`src/hdl/pong_pkg.sv`:
```
package pong_pkg;

    localparam int X_STEP       = 10;
    localparam int SERVE_Y      = 220;
    localparam int SERVE_VY     = -3;
    localparam int X_EDGE_LOW   = 300;  // Send edge, 320 wide screen
    localparam int X_EDGE_HIGH  = 620;  // Send edge, 640 wide screen
    localparam int Y_MAX_LOW    = 239;
    localparam int Y_MAX_HIGH   = 479;

    localparam int STEP_BASE    = 2700; // Cycles per step at speed 1
    localparam int STEP_SLOW    = 2700;
    localparam int STEP_FAST    = 1350;
    localparam int PERIOD_W     = 12;   // Holds STEP_BASE

    localparam int PADDLE_X     = 10;
    localparam int PADDLE_HALF  = 24;
    localparam int SPEED_WINDOW = 4096;
    localparam int MIN_SPEED    = 1;

    // One-hot state codes, exported as the status byte
    localparam logic [7:0] ST_IDLE     = 8'b0000_0001;
    localparam logic [7:0] ST_WAIT     = 8'b0000_0010;
    localparam logic [7:0] ST_WIN_FLAG = 8'b0000_0100;
    localparam logic [7:0] ST_STOP     = 8'b0001_0000;
    localparam logic [7:0] ST_SEND     = 8'b0010_0000;
    localparam logic [7:0] ST_LEFT     = 8'b0100_0000;
    localparam logic [7:0] ST_RIGHT    = 8'b1000_0000;

    typedef struct packed {
        logic [9:0]        x;
        logic [9:0]        y;
        logic signed [7:0] vy;            // Pixels per step
        logic [1:0]        gravity_phase;
        logic              fast;
    } ball_state_t;

    localparam ball_state_t SERVE_BALL = '{
        x:             10'd0,
        y:             10'(SERVE_Y),
        vy:            8'(SERVE_VY),
        gravity_phase: 2'd0,
        fast:          1'b0
    };

    typedef struct packed {
        logic [7:0] y_hi;       // Bits 7:6 are y[9:8]
        logic [7:0] y_lo;
        logic [7:0] vy;
        logic [7:0] gravity;    // Bits 1:0 are the phase
        logic [7:0] speed_flag; // Bit 0 set means slow
        logic [7:0] win_flag;   // Bit 0 set means receiver wins
    } link_fields_t;

    typedef union packed {
        logic [0:5][7:0] regs;  // regs[0] is y_hi
        link_fields_t    fields;
    } link_frame_u;

endpackage

```
`src/hdl/ball_motion.sv`:
```
`timescale 1ns/1ns

module ball_motion
    import pong_pkg::*;
(
    input  logic        clk_25MHZ,
    input  logic        reset,
    input  logic        upscale,
    input  logic        step_tick,
    input  logic        moving_left,
    input  logic        load,
    input  ball_state_t load_state,
    output ball_state_t ball
);

    logic [9:0]         y_max;
    logic signed [11:0] y_sum;
    logic signed [7:0]  vy_grav;
    ball_state_t        ball_step;

    assign y_max = upscale ? 10'(Y_MAX_HIGH) : 10'(Y_MAX_LOW);

    always_comb begin
        ball_step = ball;

        if (moving_left) begin
            ball_step.x = (ball.x > 10'(X_STEP)) ? ball.x - 10'(X_STEP) : 10'd0;
        end else begin
            ball_step.x = ball.x + 10'(X_STEP);
        end

        y_sum = $signed({2'b00, ball.y}) + $signed({{4{ball.vy[7]}}, ball.vy}); // Old vy

        ball_step.gravity_phase = ball.gravity_phase + 2'd1;
        vy_grav = (ball.gravity_phase == 2'd3) ? ball.vy + 8'sd1 : ball.vy; // Wrap to 0

        if (y_sum >= $signed({2'b00, y_max})) begin
            ball_step.y  = y_max;   // Floor bounce
            ball_step.vy = -vy_grav;
        end else if (y_sum <= 12'sd0) begin
            ball_step.y  = 10'd0;   // Ceiling bounce
            ball_step.vy = -vy_grav;
        end else begin
            ball_step.y  = y_sum[9:0];
            ball_step.vy = vy_grav;
        end
    end

    always_ff @(posedge clk_25MHZ or posedge reset) begin
        if (reset) begin
            ball <= SERVE_BALL;
        end else if (load) begin
            ball <= load_state;
        end else if (step_tick) begin
            ball <= ball_step;
        end
    end

    // Ball stays on screen for the chosen floor
    assert property (@(posedge clk_25MHZ) disable iff (reset)
        ball.y <= y_max);

endmodule

```
`src/hdl/rally_controller.sv`:
```
`timescale 1ns/1ns

module rally_controller
    import pong_pkg::*;
(
    input  logic        clk_25MHZ,
    input  logic        reset,
    input  logic        upscale,
    input  logic        game_start,
    input  logic        hit,
    input  logic [9:0]  speed,
    input  ball_state_t ball,
    input  ball_state_t rx_ball,
    input  logic        rx_win,
    input  logic        slave_done,
    input  logic        master_done,
    output logic        step_tick,
    output logic        moving_left,
    output logic        moving_right,
    output logic        load,
    output ball_state_t load_state,
    output logic        send_trigger,
    output logic        responding,
    output logic        game_over,
    output logic        is_you_win,
    output logic [7:0]  status
);

    logic [7:0]          state, state_next;
    logic [PERIOD_W-1:0] count, count_next;
    logic [PERIOD_W-1:0] period, period_next;
    logic [PERIOD_W-1:0] hit_period, rx_period;
    logic [9:0]          safe_speed;
    logic [9:0]          x_edge;
    logic                win_next;
    logic                count_done;
    ball_state_t         rx_load;

    assign moving_left  = (state == ST_LEFT);
    assign moving_right = (state == ST_RIGHT);
    assign send_trigger = (state == ST_SEND);
    assign responding   = (state == ST_WAIT);
    assign game_over    = (state == ST_STOP);
    assign status       = state;

    assign x_edge     = upscale ? 10'(X_EDGE_HIGH) : 10'(X_EDGE_LOW);
    assign count_done = (count >= period);
    assign safe_speed = (speed < 10'(MIN_SPEED)) ? 10'(MIN_SPEED) : speed;
    assign hit_period = PERIOD_W'(STEP_BASE / safe_speed);
    assign rx_period  = rx_ball.fast ? PERIOD_W'(STEP_FAST) : PERIOD_W'(STEP_SLOW);

    always_comb begin
        rx_load = rx_ball;
        if (!upscale) begin
            rx_load.x = 10'(X_EDGE_LOW); // Enter at this screen's edge
        end
    end

    always_comb begin
        state_next  = state;
        period_next = period;
        win_next    = is_you_win;
        step_tick   = 1'b0;
        load        = 1'b0;
        load_state  = SERVE_BALL;

        case (state)
            ST_IDLE: begin
                if (slave_done) begin
                    load        = 1'b1;
                    load_state  = rx_load;
                    period_next = rx_period;
                    win_next    = rx_win;
                    state_next  = ST_WAIT;
                end else if (game_start) begin
                    load        = 1'b1;
                    period_next = PERIOD_W'(STEP_BASE);
                    win_next    = 1'b0;
                    state_next  = ST_RIGHT;
                end
            end
            ST_RIGHT: begin
                if (ball.x >= x_edge) begin
                    state_next = ST_SEND;
                end else begin
                    step_tick = count_done;
                end
            end
            ST_LEFT: begin
                if (hit) begin
                    load            = 1'b1;
                    load_state      = ball;
                    load_state.fast = (hit_period <= PERIOD_W'(STEP_FAST));
                    period_next     = hit_period;
                    state_next      = ST_RIGHT;
                end else if (ball.x == 10'd0) begin
                    state_next = ST_STOP; // Missed
                end else begin
                    step_tick = count_done;
                end
            end
            ST_STOP: begin
                if (game_start) begin
                    load        = 1'b1;
                    period_next = PERIOD_W'(STEP_BASE);
                    state_next  = ST_RIGHT;
                end
            end
            ST_SEND: begin
                if (game_start) begin
                    state_next = ST_IDLE;
                end else if (master_done) begin
                    state_next = ST_WIN_FLAG;
                end
            end
            ST_WIN_FLAG: begin
                if (game_start) begin
                    state_next = ST_IDLE;
                end else if (slave_done && !master_done) begin
                    load        = 1'b1;
                    load_state  = rx_load;
                    period_next = rx_period;
                    win_next    = rx_win;
                    state_next  = ST_WAIT;
                end
            end
            ST_WAIT: begin
                if (!slave_done) begin
                    state_next = is_you_win ? ST_IDLE : ST_LEFT;
                end
            end
            default: state_next = ST_IDLE;
        endcase

        if (state_next != state || !(moving_left || moving_right) || count_done) begin
            count_next = '0;
        end else begin
            count_next = count + 1'b1;
        end
    end

    always_ff @(posedge clk_25MHZ or posedge reset) begin
        if (reset) begin
            state      <= ST_IDLE;
            count      <= '0;
            period     <= PERIOD_W'(STEP_SLOW);
            is_you_win <= 1'b0;
        end else begin
            state      <= state_next;
            count      <= count_next;
            period     <= period_next;
            is_you_win <= win_next;
        end
    end

    assert property (@(posedge clk_25MHZ) disable iff (reset)
        !(moving_left && moving_right));

endmodule

```
`src/hdl/paddle_collision.sv`:
```
`timescale 1ns/1ns

module paddle_collision
    import pong_pkg::*;
(
    input  ball_state_t ball,
    input  logic [9:0]  paddle_y,
    input  logic        moving_left,
    output logic        hit
);

    logic [9:0] y_dist;
    logic       in_column;
    logic       in_height;

    assign y_dist = (ball.y >= paddle_y) ? ball.y - paddle_y : paddle_y - ball.y;

    assign in_column = (ball.x <= 10'(PADDLE_X));
    assign in_height = (y_dist <= 10'(PADDLE_HALF)); // Within half height either side

    assign hit = moving_left && in_column && in_height;

endmodule

```
`src/hdl/swing_speed_estimator.sv`:
```
`timescale 1ns/1ns

module swing_speed_estimator
    import pong_pkg::*;
(
    input  logic       clk_25MHZ,
    input  logic       reset,
    input  logic [9:0] paddle_y,
    output logic [9:0] speed
);

    logic [$clog2(SPEED_WINDOW)-1:0] window_cnt;
    logic [9:0]                      prev_y;
    logic [9:0]                      travel;

    assign travel = (paddle_y >= prev_y) ? paddle_y - prev_y : prev_y - paddle_y;

    always_ff @(posedge clk_25MHZ or posedge reset) begin
        if (reset) begin
            window_cnt <= '0;
            prev_y     <= '0;
            speed      <= '0;
        end else begin
            window_cnt <= window_cnt + 1'b1; // Wraps every window
            if (window_cnt == $bits(window_cnt)'(SPEED_WINDOW - 1)) begin
                prev_y <= paddle_y;
                speed  <= travel >> 3;
            end
        end
    end

endmodule

```
`src/hdl/ball_link_regs.sv`:
```
`timescale 1ns/1ns

module ball_link_regs
    import pong_pkg::*;
(
    input  logic        clk_25MHZ,
    input  logic        reset,
    input  logic        send_trigger,
    input  ball_state_t ball,
    input  logic        is_you_win,
    input  link_frame_u rx_frame,
    output link_frame_u tx_frame,
    output ball_state_t rx_ball,
    output logic        rx_win
);

    logic        send_q;
    link_frame_u tx_next;

    always_comb begin
        tx_next.fields.y_hi       = {ball.y[9:8], 6'd0};
        tx_next.fields.y_lo       = ball.y[7:0];
        tx_next.fields.vy         = ball.vy;
        tx_next.fields.gravity    = {6'd0, ball.gravity_phase};
        tx_next.fields.speed_flag = {7'd0, !ball.fast};
        tx_next.fields.win_flag   = 8'd0;
    end

    always_ff @(posedge clk_25MHZ or posedge reset) begin
        if (reset) begin
            send_q   <= 1'b0;
            tx_frame <= '0;
        end else begin
            send_q <= send_trigger;
            if (is_you_win) begin
                tx_frame <= '0;       // Game over, drop last frame
            end else if (send_trigger && !send_q) begin
                tx_frame <= tx_next;
            end
        end
    end

    always_comb begin
        rx_ball.x             = 10'(X_EDGE_HIGH); // Frame carries no x
        rx_ball.y             = {rx_frame.fields.y_hi[7:6], rx_frame.fields.y_lo};
        rx_ball.vy            = rx_frame.fields.vy;
        rx_ball.gravity_phase = rx_frame.fields.gravity[1:0];
        rx_ball.fast          = !rx_frame.fields.speed_flag[0];
    end

    assign rx_win = rx_frame.regs[5][0]; // Win register

endmodule

```
`src/hdl/two_board_pong_top.sv`:
```
`timescale 1ns/1ns

module two_board_pong_top
    import pong_pkg::*;
(
    input  logic        clk_25MHZ,
    input  logic        reset,
    input  logic        upscale,
    input  logic [9:0]  paddle_y,
    input  logic        game_start,
    input  logic        master_done,
    input  logic        slave_done,
    input  link_frame_u rx_frame,
    output logic        send_trigger,
    output link_frame_u tx_frame,
    output logic        responding,
    output ball_state_t ball,
    output logic        game_over,
    output logic        is_you_win,
    output logic [7:0]  status
);

    logic        step_tick;
    logic        moving_left;
    logic        load;
    logic        hit;
    logic        rx_win;
    logic [9:0]  speed;
    ball_state_t load_state;
    ball_state_t rx_ball;

    rally_controller u_ctrl (
        .clk_25MHZ    (clk_25MHZ),
        .reset        (reset),
        .upscale      (upscale),
        .game_start   (game_start),
        .hit          (hit),
        .speed        (speed),
        .ball         (ball),
        .rx_ball      (rx_ball),
        .rx_win       (rx_win),
        .slave_done   (slave_done),
        .master_done  (master_done),
        .step_tick    (step_tick),
        .moving_left  (moving_left),
        .moving_right (),
        .load         (load),
        .load_state   (load_state),
        .send_trigger (send_trigger),
        .responding   (responding),
        .game_over    (game_over),
        .is_you_win   (is_you_win),
        .status       (status)
    );

    ball_motion u_motion (
        .clk_25MHZ   (clk_25MHZ),
        .reset       (reset),
        .upscale     (upscale),
        .step_tick   (step_tick),
        .moving_left (moving_left),
        .load        (load),
        .load_state  (load_state),
        .ball        (ball)
    );

    paddle_collision u_collision (
        .ball        (ball),
        .paddle_y    (paddle_y),
        .moving_left (moving_left),
        .hit         (hit)
    );

    swing_speed_estimator u_speed (
        .clk_25MHZ (clk_25MHZ),
        .reset     (reset),
        .paddle_y  (paddle_y),
        .speed     (speed)
    );

    ball_link_regs u_link (
        .clk_25MHZ    (clk_25MHZ),
        .reset        (reset),
        .send_trigger (send_trigger),
        .ball         (ball),
        .is_you_win   (is_you_win),
        .rx_frame     (rx_frame),
        .tx_frame     (tx_frame),
        .rx_ball      (rx_ball),
        .rx_win       (rx_win)
    );

endmodule

```
`config.mk`:
```
export PLATFORM = sky130hd
export DESIGN_NAME = two_board_pong_top
export DESIGN_NICKNAME = d
export VERILOG_FILES = /design/src/hdl/pong_pkg.sv /design/src/hdl/ball_motion.sv /design/src/hdl/rally_controller.sv /design/src/hdl/paddle_collision.sv /design/src/hdl/swing_speed_estimator.sv /design/src/hdl/ball_link_regs.sv /design/src/hdl/two_board_pong_top.sv
export SDC_FILE = /design/constraint.sdc
export NUM_CORES = 1
export LEC_CHECK = 0
export ABC_AREA = 1
export ABC_CLOCK_PERIOD_IN_PS = 62100
export BUFFER_PORTS_ARGS = -buffer_cell sky130_fd_sc_hd__buf_2
export CAP_MARGIN = 10
export CORE_MARGIN = 8
export CORE_UTILIZATION = 45
export CTS_CLUSTER_DIAMETER = 100
export DETAILED_ROUTE_END_ITERATION = 12
export PLACE_DENSITY = 0.73
export SLEW_MARGIN = 20
export SYNTH_ARGS = -nofsm -noshare
export SYNTH_HDL_FRONTEND = slang
export SYNTH_SLANG_ARGS = --single-unit
```
`constraint.sdc`:
```
create_clock -name clk_25MHZ -period 62.1 [get_ports clk_25MHZ]
set_input_delay 3.105 -clock clk_25MHZ [delete_from_list [all_inputs] [get_ports clk_25MHZ]]
set_output_delay 3.105 -clock clk_25MHZ [all_outputs]
set_load 0.01 [all_outputs]
```
==> flow_summary.ini <==
[run_status]
status = complete, no violations

[global_routing]
gr-usage-met3 = 0.0158
grt_max_degree = 80
antenna_found_initial = 0
grt_busiest_layer = met2
grt_usage = 0.212
met1_usage = 0.286
grt_pass1_vias = 31600
grt_remaining_overflow = 0
grt_util_met2 = 0.366
grt_pass1_wl_um = 151000

[worst_setup_path]
cp.arrival_ns = 56.57
crit_fanout = 32
crit_path_start_kind = register
cpPeakStageDelay_ns = 0.51
critPathRequiredTime_ns = 62.48
cp_common_cell = nand2_1
cp-end-kind = register
path_delay_family = simple AND/OR/NAND/NOR gates
cp_slowest_cell = dfrtp_1
crit_type = reg -> reg
cp_num_buf_inv = 52

[timing]
setup_viol = 0
timing_hold_violations_final = 0
skew_ns = 0.0119
slew_headroom = 0.293
min_period_over_period = 0.905
setup_ws_ns = 5.91
slew_viol_final = 0
fin_crit_ns = 56.19
fmax_ghz = 0.0178
worstMarginPinSlew_ns = 1.05

[die]
die_h_um = 285
io_pins = 155
dieArea_sq_mm = 0.0812
rows = 98
core_area_sq_mm = 0.0716
initial_core_util = 0.455
die_w_um = 285

[detailed_routing]
viasPerCell = 5.32
drt_iter0_markers = 2261
first_pass_iters = 6
wl_per_cell_um = 13.9
vias = 34600
antenna_left = 0
routed_wl_um = 90500
drc = 0

[yosys]
synth_cell_types = 80
synth_area_leaders = nand2_1, ha_1, inv_1, dfrtp_1, nand3_1
syn_avg_cell_area_sq_um = 5.96
syn_area_sq_mm = 0.0326
synth_cells = 5461
yosys_warnings = 0
synth_ff_type = dfrtp_1
yosysSeqAreaShare = 0.0883
async_flop_share = 1.00
synthTopCellsByCount = nand2_1, inv_1, nor2_1, nand3_1, o21ai_0
netlist.area_leader.share = 0.149
ys_ff_latch = 114
synthDominantAreaCellType = nand2_1
synth-edff-count = 0
synth_most_common_cell = nand2_1

[clock_network]
insertion_delay_ns = 0.44
htree_levels = 4
clockBufferDepth = 2
holdBufCountCts = 0
cts_buffers = 17
clockRootBuffer = clkbuf_16
tritoncts = yes
cts.sink_count = 114
clk_pin_slew_ns = 0.07

[power]
p_sw_frac = 0.575
pwr-share-comb = 0.742
power_frac_seq = 0.136
p_int_uw = 352
p_leak_uw = 0.0191
vdd_drop_max_v = 0.0000273
p_per_area_mw_per_mm2 = 24.0
clkPwrFrac = 0.122
switchingPower_uw = 477

[final_layout]
fin_nets = 5846
syn2layout_area_growth_pct = 5.98
layout-drive-gt1-share = 0.159
fillers = 7584
utilization = 0.482
n_antenna_cell = 0

[placed_design]
place_ws_ns = 2.15
io_buffers = 100
dp.final_hpwl_um = 73500
routabilityCongestion = 0.942

[hold_path]
min_path_type = reg -> reg

[flow_run]
drv_cap = 0
metrics by stage:
| step | area [sq um] | TNS [ns] | std cells | power [uW] | hold WS [ns] |
|---|---|---|---|---|---|
| 2_1_floorplan | 32700 | 0 | 5489 | 591 | 0.421 |
| 3_3_place_gp | 33600 | 0 | 6440 | 709 | 0.439 |
| 3_5_place_dp | 33600 | 0 | 6440 | 718 | 0.444 |
| 4_1_cts | 34200 | 0 | 6472 | 822 | 0.455 |
| 5_1_grt | 34500 | -0.0421 | 6497 | 911 | 0.501 |
| 6_report | 34500 | 0 | 6497 | 828 | 0.449 |
power groups by stage:
stage                     Clock (uW)  Sequential (uW)  Combinational, uW
after floorplan                    0              111                480
final                            101              113                615
after global placement             0              113                596
after CTS                        102              112                607
after detailed placement           0              113                605
after global routing             105              114                691
state kept, by name (all words and copies together), names as in the netlist:
| signal | count |
|---|---|
| u_ctrl.count | 12 |
| u_ctrl.is_you_win | 1 |
| u_speed.prev_y | 10 |
| u_ctrl.status | 8 |
| u_speed.speed | 7 |
| u_link.tx_frame | 21 |
| u_link.send_q | 1 |
| u_motion.ball | 30 |
| u_ctrl.period | 12 |
| u_speed.window_cnt | 12 |
cells in the final DEF, fill, tap and decap left out, drive strengths merged, types with 18 or more instances in the layout:
cell    synthesis  final
nand4         150    150
xnor2          64     64
inv           839    836
clkinv         37     43
o22ai          27     27
o31ai          19     19
o21ai         388    388
o211ai         19     19
buf            79    150
nand3b         44     44
nor2          645    645
ha            247    247
nand3         553    553
nor3           60     60
o21bai         39     39
clkbuf         43     19
nand2        1539   1539
dfstp          18     18
a21oi         254    254
xor2          180    180
dfrtp          96     96
conb            1     29
worst paths after layout:
path	slack, ns	start	cells past startpoint	to
min in group asynchronous	2.70	reset	2	u_ctrl.status[2]
max	5.91	u_speed.speed[4]	356	u_motion.ball[0]
min	0.45	u_speed.window_cnt[0]	1	u_speed.window_cnt[0]
max reg2reg	5.91	u_speed.speed[4]	356	u_motion.ball[0]
min reg2reg	0.45	u_speed.window_cnt[0]	1	u_speed.window_cnt[0]
max in group asynchronous	58.23	reset	3	u_speed.speed[1]
logic make-up after synthesis:
logic type,share of synthesized area
flip-flops,0.0883
adder cells (fa/ha/maj),0.0956
AND/OR/NAND/NOR,0.471
buffers and inverters,0.132
multiplexers,0.00250
other,0.000115
AO/OA/AOI/OAI,0.144
XOR/XNOR,0.0656
what timing repair did:
action	4_1_cts	5_1_grt
resized for setup	0	43
endpoints found under the setup margin	0	4
buffers inserted	0	25
area by class of cell:
class,count,area (sq um),share of cell area
clock inverter,13,148,0.00428
inverter,877,3360,0.0975
tap,950,1190,0.0345
sequential,114,2880,0.0834
multi-input combinational,4374,25600,0.742
clock buffer,19,443,0.0128
timing repair buffer,150,883,0.0256
metal layers:
metal  up-vias  share of wire
met2       857           0.47
li1      17900              -
met5         -              0
met3       120          0.044
met4         0          0.018
met1     15700           0.47
(Power assumes the default switching activity.)
